`src/hdl/imageBlockPkg.sv`:
```
package imageBlockPkg;

  //////////////////////////////
  // geometry
  //////////////////////////////

  // pixels per block side
  localparam int BlockSize = 16;
  localparam int BytesPerPixel = 2;
  // one bus beat carries four pixels
  localparam int PixelsPerBeat = 4;
  localparam int BeatsPerLine = BlockSize / PixelsPerBeat;
  // one whole block, line then beat
  localparam int BufferDepth = BlockSize * BeatsPerLine;
  // write slots held by the sink
  localparam int WriteCredits = 4;

  //////////////////////////////
  // vector types
  //////////////////////////////

  typedef logic [31:0] byteAddr_t;
  typedef logic [15:0] pixel_t;
  // lowest address pixel sits in the low bits
  typedef logic [63:0] pixelBeat_t;
  typedef logic [4:0]  blockIdx_t;
  typedef logic [3:0]  lineIdx_t;
  typedef logic [1:0]  beatIdx_t;
  typedef logic [5:0]  bufAddr_t;
  // 0 up to WriteCredits
  typedef logic [2:0]  creditCnt_t;

  //////////////////////////////
  // bundles
  //////////////////////////////

  typedef struct packed {
    byteAddr_t inBase;
    byteAddr_t outBase;
    blockIdx_t blocksX;
    blockIdx_t blocksY;
  } blockCmd_t;

  // one line read
  typedef struct packed {
    byteAddr_t addr;
  } rdReq_t;

  typedef struct packed {
    byteAddr_t  addr;
    pixelBeat_t data;
  } wrBeat_t;

  // both FSMs share the package scope, so literals carry a prefix
  typedef enum logic [1:0] {SeqIdle, SeqReadBlock, SeqWriteBlock, SeqFinish} seqState_t;
  typedef enum logic [2:0] {XferIdle, XferReqLine, XferWaitAck, XferRecvLine, XferDrain} xferState_t;

endpackage

```
`src/hdl/blockSequencer.sv`:
```
`timescale 1ns/1ps

module blockSequencer (
  input  logic                   Clk,
  input  logic                   reset,
  input  logic                   start,
  input  imageBlockPkg::blockCmd_t cmd,
  input  logic                   lastBlock,
  input  logic                   blockRead,
  input  logic                   blockWritten,
  output imageBlockPkg::blockCmd_t cmdReg,
  output logic                   readBlock,
  output logic                   writeBlock,
  output logic                   clearBlock,
  output logic                   advanceBlock,
  output logic                   busy,
  output logic                   done
);

  import imageBlockPkg::*;

  seqState_t state;

  //////////////////////////////
  // main FSM
  //////////////////////////////

  always_ff @(posedge Clk) begin
    if (reset) begin
      state <= SeqIdle;
      readBlock <= 1'b0;
      writeBlock <= 1'b0;
      clearBlock <= 1'b0;
      advanceBlock <= 1'b0;
      done <= 1'b0;
    end else begin
      // all control outputs are single-cycle pulses
      readBlock <= 1'b0;
      writeBlock <= 1'b0;
      clearBlock <= 1'b0;
      advanceBlock <= 1'b0;
      done <= 1'b0;
      case (state)
        SeqIdle: begin
          if (start) begin
            // restart position at block 0,0 and fetch it
            clearBlock <= 1'b1;
            readBlock <= 1'b1;
            state <= SeqReadBlock;
          end
        end
        SeqReadBlock: begin
          // block is in the buffer and goes out next
          if (blockRead) begin
            writeBlock <= 1'b1;
            state <= SeqWriteBlock;
          end
        end
        SeqWriteBlock: begin
          if (blockWritten) begin
            if (lastBlock) begin
              done <= 1'b1;
              state <= SeqFinish;
            end else begin
              // counter steps to the next block with the read kick
              advanceBlock <= 1'b1;
              readBlock <= 1'b1;
              state <= SeqReadBlock;
            end
          end
        end
        SeqFinish: state <= SeqIdle;
        default: state <= SeqIdle;
      endcase
    end
  end

  // command held for the whole run
  always_ff @(posedge Clk) begin
    if (state == SeqIdle && start) begin
      cmdReg <= cmd;
    end
  end

  // Finish is the done cycle and counts as busy
  assign busy = (state != SeqIdle);

  // an empty image would never finish
  startSizeNonZero: assert property (@(posedge Clk) disable iff (reset)
    (state == SeqIdle && start) |-> (cmd.blocksX != '0 && cmd.blocksY != '0));

  // transfer engine answers only the step being waited on
  answerInState: assert property (@(posedge Clk) disable iff (reset)
    !(blockRead && state != SeqReadBlock) && !(blockWritten && state != SeqWriteBlock));

endmodule

```
`src/hdl/blockCounter.sv`:
```
`timescale 1ns/1ps

module blockCounter (
  input  logic                    Clk,
  input  logic                    reset,
  input  logic                    clear,
  input  logic                    advance,
  input  imageBlockPkg::blockIdx_t blocksX,
  input  imageBlockPkg::blockIdx_t blocksY,
  output imageBlockPkg::blockIdx_t blockX,
  output imageBlockPkg::blockIdx_t blockY,
  output logic                    lastBlock
);

  logic lastX;
  logic lastY;

  //////////////////////////////
  // end detection
  //////////////////////////////

  // compare stays in block index width
  assign lastX = (blockX == blocksX - 1'b1);
  assign lastY = (blockY == blocksY - 1'b1);
  assign lastBlock = lastX && lastY;

  //////////////////////////////
  // position
  //////////////////////////////

  always_ff @(posedge Clk) begin
    if (reset) begin
      blockX <= '0;
      blockY <= '0;
    end else if (clear) begin
      blockX <= '0;
      blockY <= '0;
    end else if (advance) begin
      // row by row, X runs fastest
      if (lastX) begin
        blockX <= '0;
        blockY <= blockY + 1'b1;
      end else begin
        blockX <= blockX + 1'b1;
      end
    end
  end

  // sequencer must stop at the final block
  noAdvancePastEnd: assert property (@(posedge Clk) disable iff (reset)
    advance |-> !lastBlock);

endmodule

```
`src/hdl/pixelBuffer.sv`:
```
`timescale 1ns/1ps

module pixelBuffer (
  input  logic                     Clk,
  input  logic                     wrEn,
  input  imageBlockPkg::bufAddr_t   wrAddr,
  input  imageBlockPkg::pixelBeat_t wrData,
  input  logic                     rdEn,
  input  imageBlockPkg::bufAddr_t   rdAddr,
  output imageBlockPkg::pixelBeat_t rdData
);

  import imageBlockPkg::*;

  // one word per beat, whole block
  pixelBeat_t mem [BufferDepth];

  //////////////////////////////
  // write port
  //////////////////////////////

  always_ff @(posedge Clk) begin
    if (wrEn) begin
      mem[wrAddr] <= wrData;
    end
  end

  //////////////////////////////
  // read port
  //////////////////////////////

  // data one cycle after address, held while idle
  always_ff @(posedge Clk) begin
    if (rdEn) begin
      rdData <= mem[rdAddr];
    end
  end

endmodule

```
`src/hdl/lineTransfer.sv`:
```
`timescale 1ns/1ps

module lineTransfer (
  input  logic                     Clk,
  input  logic                     reset,
  input  logic                     readBlock,
  input  logic                     writeBlock,
  input  imageBlockPkg::blockCmd_t  cmd,
  input  imageBlockPkg::blockIdx_t  blockX,
  input  imageBlockPkg::blockIdx_t  blockY,
  input  logic                     rdCmdAck,
  input  logic                     rdBeatValid,
  input  imageBlockPkg::pixelBeat_t rdBeatData,
  input  imageBlockPkg::pixelBeat_t bufRdData,
  input  logic                     wrCredit,
  output logic                     rdReqValid,
  output imageBlockPkg::rdReq_t     rdReq,
  output logic                     bufWrEn,
  output imageBlockPkg::bufAddr_t   bufWrAddr,
  output imageBlockPkg::pixelBeat_t bufWrData,
  output logic                     bufRdEn,
  output imageBlockPkg::bufAddr_t   bufRdAddr,
  output logic                     wrBeatValid,
  output imageBlockPkg::wrBeat_t    wrBeat,
  output logic                     blockRead,
  output logic                     blockWritten
);

  import imageBlockPkg::*;

  xferState_t state;
  lineIdx_t   lineCnt;
  beatIdx_t   beatCnt;
  creditCnt_t creditCnt;
  byteAddr_t  wrAddrReg;
  logic       lastBeat;
  logic       lastLine;
  logic       commit;
  logic       drainDone;

  // byte address of a beat inside the current block
  function automatic byteAddr_t pixelAddr(byteAddr_t base, lineIdx_t line, beatIdx_t beat);
    byteAddr_t pitch;
    byteAddr_t row;
    byteAddr_t col;
    pitch = byteAddr_t'(cmd.blocksX) * BlockSize;
    row = byteAddr_t'(blockY) * BlockSize + byteAddr_t'(line);
    col = byteAddr_t'(blockX) * BlockSize + byteAddr_t'(beat) * PixelsPerBeat;
    return base + (row * pitch + col) * BytesPerPixel;
  endfunction

  assign lastBeat = (beatCnt == beatIdx_t'(BeatsPerLine - 1));
  assign lastLine = (lineCnt == lineIdx_t'(BlockSize - 1));

  //////////////////////////////
  // buffer ports
  //////////////////////////////

  // fill and drain never overlap, so one line/beat pair addresses both
  assign bufWrEn = (state == XferRecvLine) && rdBeatValid;
  assign bufWrAddr = {lineCnt, beatCnt};
  assign bufWrData = rdBeatData;

  // a commit is a buffer read backed by a credit
  assign commit = (state == XferDrain) && !drainDone && (creditCnt != '0);
  assign bufRdEn = commit;
  assign bufRdAddr = {lineCnt, beatCnt};

  //////////////////////////////
  // transfer FSM
  //////////////////////////////

  always_ff @(posedge Clk) begin
    if (reset) begin
      state <= XferIdle;
      lineCnt <= '0;
      beatCnt <= '0;
      rdReqValid <= 1'b0;
      drainDone <= 1'b0;
      blockRead <= 1'b0;
      blockWritten <= 1'b0;
    end else begin
      blockRead <= 1'b0;
      blockWritten <= 1'b0;
      case (state)
        XferIdle: begin
          lineCnt <= '0;
          beatCnt <= '0;
          drainDone <= 1'b0;
          if (readBlock) begin
            state <= XferReqLine;
          end else if (writeBlock) begin
            state <= XferDrain;
          end
        end
        XferReqLine: begin
          // address registers alongside, see below
          rdReqValid <= 1'b1;
          state <= XferWaitAck;
        end
        XferWaitAck: begin
          // request held until the bus takes it
          if (rdCmdAck) begin
            rdReqValid <= 1'b0;
            state <= XferRecvLine;
          end
        end
        XferRecvLine: begin
          if (rdBeatValid) begin
            beatCnt <= beatCnt + 1'b1;
            if (lastBeat) begin
              if (lastLine) begin
                blockRead <= 1'b1;
                state <= XferIdle;
              end else begin
                lineCnt <= lineCnt + 1'b1;
                state <= XferReqLine;
              end
            end
          end
        end
        XferDrain: begin
          if (commit) begin
            beatCnt <= beatCnt + 1'b1;
            if (lastBeat) begin
              lineCnt <= lineCnt + 1'b1;
            end
            if (lastBeat && lastLine) begin
              drainDone <= 1'b1;
            end
          end
          // wait for the final beat to leave the output stage
          if (drainDone && !wrBeatValid) begin
            blockWritten <= 1'b1;
            state <= XferIdle;
          end
        end
        default: state <= XferIdle;
      endcase
    end
  end

  // line read address, beat 0
  always_ff @(posedge Clk) begin
    if (state == XferReqLine) begin
      rdReq.addr <= pixelAddr(cmd.inBase, lineCnt, '0);
    end
  end

  //////////////////////////////
  // write stream
  //////////////////////////////

  // address travels next to the buffer read
  always_ff @(posedge Clk) begin
    if (commit) begin
      wrAddrReg <= pixelAddr(cmd.outBase, lineCnt, beatCnt);
    end
  end

  always_ff @(posedge Clk) begin
    if (reset) begin
      wrBeatValid <= 1'b0;
      creditCnt <= creditCnt_t'(WriteCredits);
    end else begin
      wrBeatValid <= commit;
      // take and return may land together
      creditCnt <= creditCnt - creditCnt_t'(commit) + creditCnt_t'(wrCredit);
    end
  end

  // buffer data arrives in the same cycle as the valid
  assign wrBeat = '{addr: wrAddrReg, data: bufRdData};

  // sink never frees more slots than it has
  creditBound: assert property (@(posedge Clk) disable iff (reset)
    creditCnt <= creditCnt_t'(WriteCredits));

  beatOnlyInRecv: assert property (@(posedge Clk) disable iff (reset)
    rdBeatValid |-> (state == XferRecvLine));

endmodule

```
`src/hdl/imageBlockCopier.sv`:
```
`timescale 1ns/1ps

module imageBlockCopier (
  input  logic                     Clk,
  input  logic                     reset,
  input  logic                     start,
  input  imageBlockPkg::blockCmd_t  cmd,
  input  logic                     rdCmdAck,
  input  logic                     rdBeatValid,
  input  imageBlockPkg::pixelBeat_t rdBeatData,
  input  logic                     wrCredit,
  output logic                     busy,
  output logic                     done,
  output logic                     rdReqValid,
  output imageBlockPkg::rdReq_t     rdReq,
  output logic                     wrBeatValid,
  output imageBlockPkg::wrBeat_t    wrBeat
);

  import imageBlockPkg::*;

  // sequencer side
  blockCmd_t  cmdReg;
  logic       readBlock;
  logic       writeBlock;
  logic       clearBlock;
  logic       advanceBlock;
  logic       blockRead;
  logic       blockWritten;
  // position
  blockIdx_t  blockX;
  blockIdx_t  blockY;
  logic       lastBlock;
  // buffer
  logic       bufWrEn;
  bufAddr_t   bufWrAddr;
  pixelBeat_t bufWrData;
  logic       bufRdEn;
  bufAddr_t   bufRdAddr;
  pixelBeat_t bufRdData;

  blockSequencer i_blockSequencer (
    .Clk(Clk), .reset(reset), .start(start), .cmd(cmd), .lastBlock(lastBlock),
    .blockRead(blockRead), .blockWritten(blockWritten), .cmdReg(cmdReg),
    .readBlock(readBlock), .writeBlock(writeBlock), .clearBlock(clearBlock),
    .advanceBlock(advanceBlock), .busy(busy), .done(done)
  );

  blockCounter i_blockCounter (
    .Clk(Clk), .reset(reset), .clear(clearBlock), .advance(advanceBlock),
    .blocksX(cmdReg.blocksX), .blocksY(cmdReg.blocksY),
    .blockX(blockX), .blockY(blockY), .lastBlock(lastBlock)
  );

  lineTransfer i_lineTransfer (
    .Clk(Clk), .reset(reset), .readBlock(readBlock), .writeBlock(writeBlock),
    .cmd(cmdReg), .blockX(blockX), .blockY(blockY), .rdCmdAck(rdCmdAck),
    .rdBeatValid(rdBeatValid), .rdBeatData(rdBeatData), .bufRdData(bufRdData),
    .wrCredit(wrCredit), .rdReqValid(rdReqValid), .rdReq(rdReq),
    .bufWrEn(bufWrEn), .bufWrAddr(bufWrAddr), .bufWrData(bufWrData),
    .bufRdEn(bufRdEn), .bufRdAddr(bufRdAddr), .wrBeatValid(wrBeatValid),
    .wrBeat(wrBeat), .blockRead(blockRead), .blockWritten(blockWritten)
  );

  pixelBuffer i_pixelBuffer (
    .Clk(Clk), .wrEn(bufWrEn), .wrAddr(bufWrAddr), .wrData(bufWrData),
    .rdEn(bufRdEn), .rdAddr(bufRdAddr), .rdData(bufRdData)
  );

endmodule

```
`config.mk`:
```
export PLATFORM = sky130hd
export DESIGN_NAME = imageBlockCopier
export DESIGN_NICKNAME = d
export VERILOG_FILES = /design/src/hdl/imageBlockPkg.sv /design/src/hdl/blockSequencer.sv /design/src/hdl/blockCounter.sv /design/src/hdl/pixelBuffer.sv /design/src/hdl/lineTransfer.sv /design/src/hdl/imageBlockCopier.sv
export SDC_FILE = /design/constraint.sdc
export NUM_CORES = 2
export LEC_CHECK = 0
export ABC_AREA = 0
export BUFFER_PORTS_ARGS = -buffer_cell sky130_fd_sc_hd__buf_4
export CAP_MARGIN = 20
export CORE_UTILIZATION = 50
export CTS_BUF_LIST = sky130_fd_sc_hd__clkbuf_4 sky130_fd_sc_hd__clkbuf_8
export DETAILED_ROUTE_END_ITERATION = 8
export MAX_ROUTING_LAYER = met4
export PLACE_DENSITY = 0.73
export SLEW_MARGIN = 40
export SYNTH_ARGS = -nofsm -noshare
export SYNTH_HDL_FRONTEND = slang
export SYNTH_HIERARCHICAL = 1
export SYNTH_SLANG_ARGS = --single-unit
```
`constraint.sdc`:
```
create_clock -name Clk -period 28.9 [get_ports Clk]
set_clock_uncertainty 0.15 [all_clocks]
set_input_delay 0 -clock Clk [delete_from_list [all_inputs] [get_ports Clk]]
set_output_delay 0 -clock Clk [all_outputs]
set_load 0.02 [all_outputs]
```
==> reports/qor.csv <==
metric,value,unit
status,completed,
CP max FO,10,
"top cells by area, synth","edfxtp_1 (77%), mux4_2 (14%), mux2i_1 (0.86%), a22oi_1 (0.75%), buf_4 (0.75%)",
cell count of the worst hold path,3,
via count,87800,
DRT Wirelength,449000,µm
Worst R2R Start,i_blockSequencer/cmdReg[9],
headroom to the max-slew limit,36.4,%
pre-CTS setup slack,21.93,ns
total number of H-tree levels,6,
design area,0.194,mm²
P_sw,0.00269,W
clk root buf,clkbuf_8,
WL met2,214000,µm
most common cell in the synthesized netlist,edfxtp_1,
DP Area,0.176,mm²
number of global-route vias before repair,87600,
Flop pwr share,56.1,%
Synth top cells by count,"edfxtp_1 (4,298), mux4_2 (1,024), buf_2 (171), a22oi_1 (169), buf_4 (169)",
Hold Path Sink,i_blockSequencer/cmdReg[8],
final hold violations,0,
Critical Path AT,7.76,ns
"Clk Latency, worst-skew pair",1.24,ns
combinational share of power,3.9,%
Worst Path Required,29.67,ns
Post-Synthesis Cells,7656,
I/O pins,276,
maximum vdd drop,0.0527,mV
Pleak,60.5,nW
gpl congestion,0.827,
total gr overflow,0,
Yosys reg bits,4332,
final non-filler cell total,13600,
sum of buffers and inverters on the critical path,2,
Setup WS post-layout,21.91,ns
Iteration-0 DRC Markers,11900,
clk buf depth,4,
Initial Util,50.4,%
Inst Count DP,12000,
R2R Setup Slk,21.91,ns
Crit path largest cell delay,0.55,ns
core box area,0.334,mm²
CP endpoint kind,flip-flop,
FF-to-FF path depth,22,
minimum clock period,6.99,ns
"Core Util, Final",58.1,%
Max Cap Viol,0,
top cell family by delay on the critical path,adder cells,
Startpoint Class,flip-flop,
Finish-stage setup viols,0,
Critical-path top delay cell,fa_1,
critical path class,flip-flop to flip-flop,
Clock power frac,40.0,%
Synth Cell Area,0.168,mm²
# clock sinks,4332,
final setup TNS,0,ns
worst-path cell chain,"and2_1, fa_1, fa_1, inv_1, fa_1, inv_1, ha_1, or2_2, o311a_1, or4b_1, nand3_2, nand4_1, nand2b_1, xnor2_1, ha_1, a21o_1, a21o_1, a21o_1, o21ai_2, nand2_1, a221o_1, a211o_1",
WL/cell,32.9,µm
met3 wirelength from detailed routing,56900,µm
count of final max-slew check failures,0,
sequential element share of the synthesized area,77.1,%
Synth area leader,edfxtp_1,
"Async S/R FF share, synth",0,%
first-pass GRT wire length,635000,µm
post-synth cell types,84,
unrepaired setup endpoints after global routing,no,
Tcrit/Tclk final,24.2,%
# port buffers,275,
switching fraction of total power,21.7,%
worst hold path startpoint,cmd[8],
largest net degree at the start of global routing,126,
syn_nets,7897,
post-CTS sizing,0,
Die Ht,582,µm
clock-pin slew on the worst setup and hold paths,0.06,ns
top layer in use,met4,
ratio of cells with drive above 1 in the final layout,30.0,%
syn_area_per_cell,22.0,µm²
Yosys top cell area share,76.7,%
Die ar.,0.339,mm²
"EDFF count, synth",4298,
CTS tree,yes,
Total Routing Usage GR,27.0,%
"antenna viol nets, final",0,
measured slew at the worst slew-check pin,0.954,ns
internal power,0.00969,W
Die Wd,582,µm
Via density,6.44,
Post-route DRC,0,
final net count,8979,
Power Density,63.8,mW/mm²
total CTS buffers,666,
Placement Rows,212,
M1 wire length,163000,µm
Synth Warn #,6,
fmax,0.143,GHz
DP HPWL,236000,µm
Hold Crit Class,input pin to flip-flop,
prevailing post-synth register cell,edfxtp_1,
Layout area overhead,15.3,%
Layout fillers,23100,
first drt pass iteration count,7,
initial antenna violation count,16,
R2R Path End,i_lineTransfer/rdReq[21],
## routing by layer
metal  GRT usage (%)  vias up
met5               -        -
met4            8.75        0
met3            5.73      974
met2            41.5     6406
met1            36.4    45900
li1                -    34500
## kinds of logic (layout without fill, tap and decap cells)
logic type      Yosys count  after routing  share of synthesized area, %
fa+ha+maj                97             97                         0.833
buf+inv                 606           2190                          1.89
flops                  4332           4332                          77.1
other cells               0             19                             0
simple gates            692            692                          2.18
mux                    1170           1170                          14.6
compound gates          686            686                          3.04
xor+xnor                 73             73                         0.390
## layout make-up
type                            instances  area (µm²)  area share [%]
Sequential cell                      4332      130000            66.9
Multi-Input combinational cell       2718       36000            18.5
Clock buffer                          909       11000            5.68
Timing Repair Buffer                  942        9690            5.00
Tap cell                             4387        5490            2.83
Clock inverter                        261        1760           0.908
Inverter                               78         293           0.151
Antenna cell                           19        47.5          0.0245
## sequential cells by signal, summed over array words and instances (netlist names), 3 cells and up
name / count
i_blockCounter/blockY: 5
i_blockCounter/blockX: 5
i_lineTransfer/creditCnt: 3
i_lineTransfer/state: 3
i_pixelBuffer/mem: 4096
i_lineTransfer/rdReq: 32
i_lineTransfer/lineCnt: 4
i_pixelBuffer/rdData: 64
i_blockSequencer/cmdReg: 74
i_lineTransfer/wrAddrReg: 32
## power by group through the flow
stage                     Clock, W  Sequential [W]  Combinational [W]
after CTS                  0.00500         0.00695           0.000480
after global routing       0.00526         0.00694           0.000513
after floorplan                  0         0.00707           0.000286
final                      0.00496         0.00695           0.000483
after global placement           0         0.00708           0.000394
after detailed placement         0         0.00708           0.000410
## how the worst max path moves through the flow
stage	from	endpoint	depth (start not counted)	slack, ns
global route	i_blockSequencer/cmdReg[7]	i_lineTransfer/rdReq[21]	22	21.49
floorplan	i_lineTransfer/state[1]	i_lineTransfer/creditCnt[2]	12	19.34
detailed placement	i_blockSequencer/cmdReg[9]	i_lineTransfer/rdReq[21]	22	21.93
global placement	i_lineTransfer/lineCnt[0]	i_lineTransfer/rdReq[21]	21	22.00
CTS	i_lineTransfer/lineCnt[0]	i_lineTransfer/rdReq[21]	21	21.93
finish	i_blockSequencer/cmdReg[9]	i_lineTransfer/rdReq[21]	22	21.91
## through the flow
step | power, W | hold WS [ns]
final | 0.0124 | 0.0611
after global routing | 0.0127 | 0.0981
after CTS | 0.0124 | 0.00876
after detailed placement | 0.00749 | 0.0293
after global placement | 0.00747 | 0.0300
after floorplan | 0.00736 | -0.0876
## worst register-to-register path, stage by stage (launching register included)
cell and delay [ns]:
edfxtp_1 0.54, and2_1 0.25, fa_1 0.51, fa_1 0.55, inv_1 0.05, fa_1 0.54
inv_1 0.05, ha_1 0.34, or2_2 0.31, o311a_1 0.16, or4b_1 0.49, nand3_2 0.15
nand4_1 0.15, nand2b_1 0.19, xnor2_1 0.26, ha_1 0.38, a21o_1 0.23, a21o_1 0.18
a21o_1 0.20, o21ai_2 0.22, nand2_1 0.22, a221o_1 0.37, a211o_1 0.27
## placed cells by master (no fill, tap or decap), drive strengths merged, types with 69 or more instances in the layout
| cell type | count |
|---|---|
| and3 | 79 |
| a22oi | 170 |
| clkbuf | 911 |
| mux4 | 1024 |
| nor2 | 155 |
| a22o | 88 |
| mux2i | 144 |
| o22ai | 85 |
| ha | 72 |
| nand2 | 119 |
| inv | 120 |
| nand3 | 80 |
| buf | 578 |
| edfxtp | 4298 |
| clkinv | 209 |
| dlygate4sd3 | 362 |
| a211oi | 69 |
## repair_timing
item,in CTS,in global routing
hold buffers,427,0
setup buffers,0,0
endpoints found under the hold margin,4364,0
No activity file was read; power rests on OpenSTA's default activity.
